==> src/common/dfx_bus_pkg.sv <==
// wishbone classic bus definitions and the policy register map
// request and response structs carry one word per access
package dfx_bus_pkg;

   // **********************************************************************
   // bus types
   // **********************************************************************
   // word address, 16 locations
   typedef logic [3:0]  wb_addr_t;
   // data word
   typedef logic [15:0] wb_data_t;

   // master to slave
   typedef struct packed {
      logic     cyc;
      logic     stb;
      logic     we;
      wb_addr_t adr;
      wb_data_t dat_w;
   } wb_req_t;

   // slave to master
   typedef struct packed {
      logic     ack;
      wb_data_t dat_r;
   } wb_rsp_t;

   // **********************************************************************
   // register map
   // **********************************************************************
   // bits 3:0 policy, a write also pulses the update strobe
   localparam wb_addr_t reg_policy = 4'd0;
   // bit 0 early boot exit, sticky until reset
   localparam wb_addr_t reg_boot   = 4'd1;
   // bits 9:0 sideband override value
   localparam wb_addr_t reg_sb_ovr = 4'd2;
   // bits 3:0 oem policy strap
   localparam wb_addr_t reg_oem    = 4'd3;
   // read only, enables in 9:0 and captured policy in 15:12
   localparam wb_addr_t reg_status = 4'd4;

endpackage

==> src/common/dfx_policy_pkg.sv <==
// debug security policy definitions
// widths, policy codes and the structs passed between the register
// slave and the policy plugin
package dfx_policy_pkg;

   // **********************************************************************
   // widths
   // **********************************************************************
   // one policy code, fixed by the chassis
   localparam int secure_width = 4;
   // number of secured debug features
   localparam int num_features = 8;
   // feature enables plus the two visa control bits
   localparam int group_width  = num_features + 2;
   // one matrix entry for every possible code
   localparam int num_policies = 1 << secure_width;
   localparam int matrix_width = num_policies * group_width;

   // **********************************************************************
   // types
   // **********************************************************************
   typedef logic [secure_width-1:0] policy_t;
   typedef logic [num_features-1:0] feature_vec_t;
   // bit 0 customer visa disable, bit 1 all visa disable
   // upper bits are the feature enables
   typedef logic [group_width-1:0]  group_t;

   // code held after reset, the most locked policy
   localparam policy_t policy_reset = '0;

   // register slave to plugin
   typedef struct packed {
      policy_t secure_policy;
      logic    policy_update;
      logic    earlyboot_exit;
      group_t  sb_ovr_value;
      policy_t oem_policy;
   } policy_in_t;

   // plugin outputs, same bit order as a matrix entry
   typedef struct packed {
      feature_vec_t feature_en;
      logic         visa_all_dis;
      logic         visa_customer_dis;
   } dfx_enable_t;

endpackage

==> src/dfx_secure/dfx_policy_regs.sv <==
// wishbone classic register slave for the policy plugin
// holds the policy, boot flag, override value and oem strap, and reads
// back the plugin outputs through a status register
`timescale 1ns/1ps

module dfx_policy_regs
(
   input  logic                        clk,
   input  logic                        rst_n,
   input  dfx_bus_pkg::wb_req_t        wb_req,
   output dfx_bus_pkg::wb_rsp_t        wb_rsp,
   input  dfx_policy_pkg::dfx_enable_t enables,
   input  dfx_policy_pkg::policy_t     captured_policy,
   output dfx_policy_pkg::policy_in_t  policy_in
);

   // **********************************************************************
   // internal signals
   // **********************************************************************
   logic                   ack_q;
   logic                   access;
   logic                   wr_en;
   logic                   update_q;
   logic                   boot_q;
   dfx_policy_pkg::policy_t policy_q;
   dfx_policy_pkg::group_t  sb_ovr_q;
   dfx_policy_pkg::policy_t oem_q;
   dfx_bus_pkg::wb_data_t   rd_data;

   // new cycle seen while ack is still low
   assign access = wb_req.cyc && wb_req.stb && !ack_q;
   assign wr_en  = access && wb_req.we;

   // **********************************************************************
   // handshake and register writes
   // **********************************************************************
   always_ff @(posedge clk or negedge rst_n)
   begin
      if (!rst_n)
      begin
         ack_q    <= 1'b0;
         update_q <= 1'b0;
         boot_q   <= 1'b0;
         policy_q <= dfx_policy_pkg::policy_reset;
         sb_ovr_q <= '0;
         oem_q    <= '0;
      end
      else
      begin
         // one cycle ack for every access including unmapped ones
         ack_q    <= access;
         // strobe rises with ack so the plugin loads on the next edge
         update_q <= wr_en && (wb_req.adr == dfx_bus_pkg::reg_policy);
         if (wr_en)
         begin
            case (wb_req.adr)
               dfx_bus_pkg::reg_policy:
               begin
                  policy_q <= wb_req.dat_w[3:0];
               end
               dfx_bus_pkg::reg_boot:
               begin
                  // sticky bit that a zero write leaves set
                  boot_q <= boot_q | wb_req.dat_w[0];
               end
               dfx_bus_pkg::reg_sb_ovr:
               begin
                  sb_ovr_q <= wb_req.dat_w[9:0];
               end
               dfx_bus_pkg::reg_oem:
               begin
                  oem_q <= wb_req.dat_w[3:0];
               end
               default:
               begin
                  // status and unmapped writes are dropped
               end
            endcase
         end
      end
   end

   // **********************************************************************
   // read back
   // **********************************************************************
   // read mux follows the adr that the master holds through ack
   always_comb
   begin
      case (wb_req.adr)
         dfx_bus_pkg::reg_policy: rd_data = {12'h000, policy_q};
         dfx_bus_pkg::reg_boot:   rd_data = {15'h0000, boot_q};
         dfx_bus_pkg::reg_sb_ovr: rd_data = {6'h00, sb_ovr_q};
         dfx_bus_pkg::reg_oem:    rd_data = {12'h000, oem_q};
         dfx_bus_pkg::reg_status: rd_data = {captured_policy, 2'b00, enables};
         default:                 rd_data = '0;
      endcase
   end

   assign wb_rsp.ack   = ack_q;
   // data only valid during ack
   assign wb_rsp.dat_r = ack_q ? rd_data : '0;

   // plugin inputs
   assign policy_in.secure_policy  = policy_q;
   assign policy_in.policy_update  = update_q;
   assign policy_in.earlyboot_exit = boot_q;
   assign policy_in.sb_ovr_value   = sb_ovr_q;
   assign policy_in.oem_policy     = oem_q;

   // read data in the ack cycle belongs to the address of the request
   a_adr_held : assert property (
      @(posedge clk) disable iff (!rst_n)
      access |=> $stable(wb_req.adr))
      else $error("master changed the address before the ack cycle ended");

endmodule

==> src/dfx_secure/dfx_secure_plugin.sv <==
// debug security plugin
// captures the chip policy and maps it through a constant matrix into
// debug feature enables and visa controls
`timescale 1ns/1ps

module dfx_secure_plugin #(
   // 16 entries of group_width bits with entry n at bit n*group_width
   parameter logic [dfx_policy_pkg::matrix_width-1:0] policy_matrix = '0,
   // enable set while the early boot window is open
   parameter dfx_policy_pkg::group_t earlyboot_enable = '0,
   // allow the sideband override for the oem policy
   parameter bit use_sb_ovr = 1'b0
)
(
   input  logic                        clk,
   input  logic                        rst_n,
   input  dfx_policy_pkg::policy_in_t  policy_in,
   output dfx_policy_pkg::dfx_enable_t enables,
   output dfx_policy_pkg::policy_t     captured_policy
);

   // **********************************************************************
   // internal signals
   // **********************************************************************
   // matrix split into one entry per code
   dfx_policy_pkg::group_t matrix_tbl [dfx_policy_pkg::num_policies];
   dfx_policy_pkg::group_t matrix_entry;
   dfx_policy_pkg::group_t group_mux;
   logic                   oem_match;

   // **********************************************************************
   // policy capture
   // **********************************************************************
   // policy flop loaded only by the update strobe
   always_ff @(posedge clk or negedge rst_n)
   begin
      if (!rst_n)
      begin
         captured_policy <= dfx_policy_pkg::policy_reset;
      end
      else if (policy_in.policy_update)
      begin
         captured_policy <= policy_in.secure_policy;
      end
   end

   // **********************************************************************
   // matrix lookup
   // **********************************************************************
   for (genvar n = 0; n < dfx_policy_pkg::num_policies; n++)
   begin : g_tbl
      assign matrix_tbl[n] =
         policy_matrix[n*dfx_policy_pkg::group_width +: dfx_policy_pkg::group_width];
   end

   assign matrix_entry = matrix_tbl[captured_policy];

   // sideband override only applies to the oem policy code
   assign oem_match = use_sb_ovr && (captured_policy == policy_in.oem_policy);
   assign group_mux = oem_match ? policy_in.sb_ovr_value : matrix_entry;

   // early boot set wins until the boot window closes
   // entry and output share the same bit order
   assign enables = policy_in.earlyboot_exit ? group_mux : earlyboot_enable;

   // **********************************************************************
   // assertions
   // **********************************************************************
   // the register slave must give a single cycle update strobe
   a_update_pulse : assert property (
      @(posedge clk) disable iff (!rst_n)
      policy_in.policy_update |=> !policy_in.policy_update)
      else $error("policy update held high for more than one cycle");

   // once early boot closes it stays closed until reset
   a_earlyboot : assert property (
      @(posedge clk) disable iff (!rst_n)
      policy_in.earlyboot_exit |=> policy_in.earlyboot_exit)
      else $error("early boot exit cleared without a reset");

endmodule

==> src/logic/dfx_secure_top.sv <==
// debug security block top level
// connects the wishbone register slave to the policy plugin and sets
// the policy matrix for this ip
`timescale 1ns/1ps

module dfx_secure_top #(
   // sample matrix, entry 15 first down to entry 0
   parameter logic [dfx_policy_pkg::matrix_width-1:0] policy_matrix = {
      10'h003,  // 15 part disabled, all visa off
      10'h3f8, 10'h3e8, 10'h1d8, 10'h0f8, 10'h0e8, 10'h0d8, 10'h0c8,
      10'h0b8,  // 7
      10'h0aa,  // 6
      10'h1fc,  // 5 oem unlocked
      10'h3fc,  // 4 fully unlocked
      10'h004,  // 3 fuse programming only
      10'h0fe,  // 2
      10'h01b,  // 1
      10'h003   // 0 security locked
   },
   // every feature on and visa open during early boot
   parameter dfx_policy_pkg::group_t earlyboot_enable = 10'h3fc,
   parameter bit use_sb_ovr = 1'b0
)
(
   input  logic                        clk,
   input  logic                        rst_n,
   input  dfx_bus_pkg::wb_req_t        wb_req,
   output dfx_bus_pkg::wb_rsp_t        wb_rsp,
   output dfx_policy_pkg::dfx_enable_t dfx_en
);

   dfx_policy_pkg::policy_in_t policy_in;
   dfx_policy_pkg::policy_t    captured_policy;

   // register slave, also reads back the plugin outputs
   dfx_policy_regs u_regs (
      .clk             (clk),
      .rst_n           (rst_n),
      .wb_req          (wb_req),
      .wb_rsp          (wb_rsp),
      .enables         (dfx_en),
      .captured_policy (captured_policy),
      .policy_in       (policy_in)
   );

   // policy capture and lookup
   dfx_secure_plugin #(
      .policy_matrix    (policy_matrix),
      .earlyboot_enable (earlyboot_enable),
      .use_sb_ovr       (use_sb_ovr)
   ) u_plugin (
      .clk             (clk),
      .rst_n           (rst_n),
      .policy_in       (policy_in),
      .enables         (dfx_en),
      .captured_policy (captured_policy)
   );

endmodule

==> config.mk <==
export PLATFORM = sky130hd
export DESIGN_NAME = dfx_secure_top
export DESIGN_NICKNAME = d
export VERILOG_FILES = /design/src/common/dfx_bus_pkg.sv /design/src/common/dfx_policy_pkg.sv /design/src/dfx_secure/dfx_policy_regs.sv /design/src/dfx_secure/dfx_secure_plugin.sv /design/src/logic/dfx_secure_top.sv
export SDC_FILE = /design/constraint.sdc
export NUM_CORES = 1
export LEC_CHECK = 0
export BUFFER_PORTS_ARGS = -buffer_cell sky130_fd_sc_hd__buf_4
export CAP_MARGIN = 40
export CORE_AREA = 4 4 79 51
export DETAILED_ROUTE_END_ITERATION = 6
export DIE_AREA = 0 0 83 55
export PLACE_DENSITY = 0.86
export SLEW_MARGIN = 20
export SYNTH_ARGS = -nofsm -noshare
export SYNTH_HDL_FRONTEND = slang
export SYNTH_HIERARCHICAL = 1
export SYNTH_SLANG_ARGS = --single-unit
export TNS_END_PERCENT = 10
==> constraint.sdc <==
create_clock -name clk -period 2.2 [get_ports clk]
set_clock_uncertainty 0.15 [all_clocks]
set_input_delay 0.33 -clock clk [delete_from_list [all_inputs] [get_ports clk]]
set_output_delay 0.33 -clock clk [all_outputs]
set_load 0.02 [all_outputs]
==> out/metrics.cfg, run 1 <==
[global_route]
grt_util_all_layers_pct = 21.5
antenna_found_initial = 0
grt-ovfl-total = 0
first_global_vias = 1529
grt_pass1_wl_um = 7660
grt_start_max_net_pins = 26

[setup_path]
start_kind = register
crit_required_ns = 1.72
end_kind = primary output
path_class = register to primary output
crit_fanout = 5
cp.arrival_ns = 2.10

[status]
status = complete, but fails checks
violations = setup timing

[clocking]
path_clk_slew_ns = 0.09
cts_tree = built
clock-sinks = 25
clk_path_buf_depth = 2
htreeDepth = 1
clock_latency_ns = 0.26
cts_buffers = 3
root_buffer = clkbuf_8

[floorplan]
ios = 52
die_w_um = 83
die_area_sq_um = 4570
die_h_um = 55
initial_utilization_pct = 49.5
rows = 16
core_sq_um = 3240

[synthesis]
ys_async_sr_fraction_pct = 100
synth_edf_count = 0
syn_avg_cell_area_sq_um = 10.7
syn_inst = 150
ys_warn_count = 6
ys_seq_area_share_pct = 39.0
ys_ff_latch = 25
synth.distinct_cells = 39
netlist_area_sq_um = 1600
synth_ff_type = dfrtp_1

[detailed_routing]
final_antenna_net_count = 0
num_vias = 1453
wirelength_um = 4510
route.detailed.drc = 0
drt_first_pass_iters = 4
routed_via_density = 5.65
initialDrtViolationCount = 95
wl_per_cell_um = 17.5

[sta]
period_minus_slack_ns = 2.58
setup_slack_ns = -0.378
maxSlewViolCount = 0
finalSetupViolCount = 10
clock.fmax_ghz = 0.388
tns_ns = -2.21
rsz0062_at_grt = yes
hold_violations = 0
finalCritPeriodShare_pct = 117

[layout]
area_growth_pct = 44.2
final_cells = 257
fin_nets = 244
antenna_cells = 0
final_core_util_pct = 71.3
final_common_cell = buf_4
final_cell_mix = buf_4, dfrtp_1, mux2_2
layout-drive-gt1-share_pct = 59.4

[power_and_ir_drop]
p_per_area_nw_per_um2 = 499
peakVddDrop_v = 0.000371
leakagePower_nw = 1.09

[flow_run]
cap_violations = 0

[hold_path]
min_path_type = primary input to register

[placed_design]
gp_congestion = 0.813
io_buffers = 43
dp.cells = 250
dp_hpwl_um = 3430

## cells by family (layout without fill, tap and decap cells)
family / Yosys count / in the layout / synth area share [%]
buffers and inverters: 20 / 81 / 6.94
multiplexers: 28 / 28 / 21.1
AO/OA/AOI/OAI: 24 / 24 / 10.2
adder cells (fa/ha/maj): 6 / 6 / 4.68
AND/OR/NAND/NOR: 46 / 46 / 17.9
other: 1 / 2 / 0.234
flip-flops: 25 / 25 / 39.0
## synthesized netlist by cell type (2+ instances only)
cell type	count	area (sq um)
buf_2	6	30.0
o21ai_0	2	10.0
nand3b_1	2	15.0
mux2_4	4	60.1
o21ai_1	7	35.0
nand2_1	8	30.0
ha_1	6	75.1
clkbuf_1	2	7.51
dfrtp_1	25	626
nor3_1	3	15.0
nand3_1	2	10.0
buf_4	5	37.5
mux2_2	20	225
o21a_1	2	15.0
inv_1	5	18.8
nor2b_1	2	12.5
a222oi_1	3	30.0
and3_1	5	31.3
a22oi_1	6	45.0
mux2i_1	3	30.0
nand2b_1	2	12.5
nor2_1	13	48.8
## final cells by class
cell class | count | area [sq um]
Clock buffer | 3 | 41.3
Tap cell | 45 | 56.3
Clock inverter | 1 | 5.00
Multi-Input combinational cell | 106 | 998
Inverter | 6 | 27.5
Fill cell | 246 | 930
Timing Repair Buffer | 71 | 558
Sequential cell | 25 | 627
## stage by stage
step                worst slack (ns)  hold WS (ns)  total power [mW]  cell area, sq um
floorplan                    -0.0249        -0.116             0.728              1670
CTS                           -0.367         0.145              1.15              2280
finish                        -0.378         0.146              1.15              2310
global placement              -0.113        0.0931             0.850              2150
global route                  -0.452         0.141              1.21              2310
detailed placement            -0.129         0.101             0.863              2150
## sequential cells by signal, indices dropped and copies added, names as in the netlist
name	cells
u_plugin/captured_policy	4
u_regs/ack_q	1
u_regs/boot_q	1
u_regs/oem_q	4
u_regs/policy_q	4
u_regs/sb_ovr_q	10
u_regs/update_q	1
## per-layer routing
| metal | part of all wire [%] | up-vias | global-route usage [%] |
|---|---|---|---|
| li1 | - | 660 | - |
| met1 | 42 | 726 | 26.8 |
| met2 | 47 | 61 | 38.0 |
| met3 | 9.7 | 6 | 6.51 |
| met4 | 1.1 | 0 | 4.62 |
| met5 | 0 | - | 0 |
## worst paths after layout
path,startpoint,to,depth (start not counted),slack (ns)
max,u_plugin/captured_policy[1],wb_rsp[1],7,-0.38
min,wb_req[9],u_regs/sb_ovr_q[9],2,0.15
max reg2reg,u_regs/ack_q,u_regs/policy_q[3],3,0.25
min reg2reg,u_regs/oem_q[0],u_regs/oem_q[0],1,0.36
max in group asynchronous,rst_n,u_plugin/captured_policy[1],2,1.29
min in group asynchronous,rst_n,u_regs/ack_q,2,0.35
## worst max-delay path, cell delays in order, from the launching register on
cell and delay [ns]:
dfrtp_2 0.46, ha_2 0.20, and3_4 0.19, o21a_4 0.20, mux2_4 0.26, a222oi_1 0.33
nor2_2 0.07, buf_6 0.14
## what timing repair did
action	in CTS	in global routing
gates resized for setup	17	5
endpoints found under the hold margin	25	0
endpoints found under the setup margin	12	13
buffers inserted	1	1
hold buffers	1	0
gates cloned	0	0
pin swaps	12	4
## where the power goes
group | internal, mW | switching [mW]
Sequential | 0.505 | 0.0380
Clock | 0.126 | 0.142
Combinational | 0.181 | 0.162
Power figures use the tool's default switching activity.
==> run 2: changes to the inputs <==
- ABC_AREA: default -> 1
- CORE_AREA: 4 4 79 51 -> 4 4 78 51
- DIE_AREA: 0 0 83 55 -> 0 0 82 55
- PLACE_DENSITY: 0.86 -> 0.88
==> out/metrics.cfg, run 2 <==
[setup_path]
critPathSlowestCell = dfrtp_1
crit_fanout = 3
cp_cell_sequence = inv_2 > buf_4 > ha_2 > o21ai_4 > nand4_1 > nand3_2 > a21oi_2 > buf_4
start_kind = register
path_class = register to primary output
end_kind = primary output
cp.arrival_ns = 1.73
cp.buffers_inverters = 3
slowest_delay_ns = 0.40
cp_common_cell = buf_4
critPathTopFamily = flip-flops
crit_required_ns = 1.72

[floorplan]
die_area_sq_um = 4510
initial_utilization_pct = 50.9
ios = 52
die_h_um = 55
rows = 16
core_sq_um = 3200
die_w_um = 82

[sta]
rsz0062_at_grt = yes
hold_violations = 0
setup_slack_ns = -0.0144
period_minus_slack_ns = 2.21
finalCritPeriodShare_pct = 101
finalSetupViolCount = 4
maxSlewViolCount = 0
fin_hold_ws_ns = 0.137
clock.fmax_ghz = 0.452

[synthesis]
yosys.area.top_type = dfrtp_1
ys_async_sr_fraction_pct = 100
synth_top_family_by_area = simple AND/OR/NAND/NOR gates
synth-compound-area-share_pct = 7.45
synth.distinct_cells = 23
synthTopCellsByArea = dfrtp_1, nand2_1, nand3_1
netlist_area_sq_um = 1630
synth_top_area_share_pct = 38.4
ys_warn_count = 6
synth-adder-area-share_pct = 4.61
ys_seq_area_share_pct = 38.4
muxShareOfSynthArea_pct = 0
ys_ff_latch = 25
yosysMostFrequentCell = nand2_1
synth_edf_count = 0
syn_avg_cell_area_sq_um = 7.11
synth_commonest_cells = nand2_1, nand3_1, dfrtp_1, nor2_1, inv_1
synth_ff_type = dfrtp_1
synth_simple_gate_area_share_pct = 39.0
syn_inst = 229
synth_xor_area_share_pct = 0

[power_and_ir_drop]
p_per_area_nw_per_um2 = 514
pwr-share-comb_pct = 26.4
power_mw = 1.11
p_switching_uw = 354
p_clk_share_pct = 24.8
peakVddDrop_v = 0.000331
power_frac_seq_pct = 48.7
swShare_pct = 32.1
leakagePower_nw = 1.05
power.internal_uw = 751

[detailed_routing]
num_vias = 1697
wirelength_um = 4410
wl_per_cell_um = 13.6
drt_first_pass_iters = 4
route.detailed.drc = 0
initialDrtViolationCount = 168
routed_via_density = 5.25
final_antenna_net_count = 0

[global_route]
grt_pass1_wl_um = 6930
grt_start_max_net_pins = 26
grt_use_met2_pct = 31.0
grt-ovfl-total = 0
grt_util_all_layers_pct = 20.0
use_met3_pct = 3.56
grt_busiest_layer = met2
first_global_vias = 1494
antenna_found_initial = 0
met1_usage_pct = 30.0

[layout]
multiInputGateArea_sq_um = 913
design_area_sq_um = 2150
antenna_cells = 0
nFillCells = 273
final_common_cell = nand2_1
layout-drive-gt1-share_pct = 33.1
fin_nets = 310
final_core_util_pct = 67.1
regMostFlops = u_regs/sb_ovr_q
final_cell_mix = nand2_1, buf_4, nand3_1
seq_area_sq_um = 627
largest_reg_flops = 10
area_growth_pct = 32.0

[clocking]
cts_tree = built
path_clk_slew_ns = 0.09
clock_latency_ns = 0.27
root_buffer = clkbuf_8
cts_buffers = 3
clock-sinks = 25
clk_path_buf_depth = 2
htreeDepth = 1

[hold_path]
min_path_type = primary input to register

[status]
status = complete, but fails checks
violations = setup timing

[placed_design]
dp_hpwl_um = 3240
io_buffers = 43
postPlaceCellArea_sq_um = 1990
gp_congestion = 0.871
place_ws_ns = 0.180

[flow_run]
cap_violations = 0

run 2: cell types whose count changed after synthesis, sizes merged, moves of 6 or more:
cell and change:
a21oi +8, a22oi -6, inv +15, mux2 -24
nand2 +58, nand3 +41, nor2 +17
run 2: worst reg2reg max path, cell delays in order, from the launching register on:
cell and delay, ns:
dfrtp_1 0.41, inv_1 0.09, nand3_1 0.11, inv_1 0.09
nand2_1 0.23, nor2_4 0.23, o21ai_0 0.12
run 2: cell families after synthesis:
| kind of cell | Yosys count |
|---|---|
| AND/OR/NAND/NOR | 141 |
| buffers and inverters | 33 |
| flip-flops | 25 |
| AO/OA/AOI/OAI | 23 |
| adder cells (fa/ha/maj) | 6 |
| other | 1 |
run 2: area by class of cell:
cell class | instances | share of cell area (%)
Multi-Input combinational cell | 172 | 42.5
Sequential cell | 25 | 29.2
Timing Repair Buffer | 56 | 19.7
Inverter | 21 | 3.78
Tap cell | 45 | 2.62
Clock buffer | 3 | 1.92
Clock inverter | 1 | 0.349
run 2: final timing paths:
check                      depth (start not counted)  slack [ns]                        start                     endpoint
min in group asynchronous                          2        0.34                        rst_n              u_regs/oem_q[3]
hold / removal                                     3        0.14                    wb_req[7]           u_regs/sb_ovr_q[7]
max in group asynchronous                          2        1.30                        rst_n  u_plugin/captured_policy[2]
hold reg to reg                                    2        0.33           u_regs/sb_ovr_q[6]           u_regs/sb_ovr_q[6]
setup / recovery                                   8       -0.01  u_plugin/captured_policy[0]                    wb_rsp[5]
setup reg to reg                                   6        0.64                 u_regs/ack_q              u_regs/oem_q[3]
run 2: metrics by stage:
| step | setup TNS, ns | instances |
|---|---|---|
| floorplan | 0 | 230 |
| global placement | 0 | 314 |
| detailed placement | 0 | 314 |
| CTS | -0.0441 | 321 |
| global route | -1.17 | 323 |
| finish | -0.0441 | 323 |
run 2: routing by layer:
layer / share of wire [%] / wire, um
met1: 46 / 2020
met2: 43 / 1910
met3: 11 / 471
met4: 0.14 / 6
met5: 0 / 0
run 2: repair_timing:
item	CTS	global route
pin swaps	4	8
buffers inserted	2	2
hold buffers	1	0
setup endpoints to repair	9	11
endpoints found under the hold margin	25	0
gates resized for setup	5	16
run 2: power by group through the flow:
stage | Combinational, mW | Clock [mW] | Sequential, mW
after CTS | 0.273 | 0.282 | 0.538
after global routing | 0.321 | 0.302 | 0.545
after global placement | 0.257 | 0 | 0.546
after floorplan | 0.161 | 0 | 0.536
after detailed placement | 0.265 | 0 | 0.547
final | 0.292 | 0.274 | 0.539
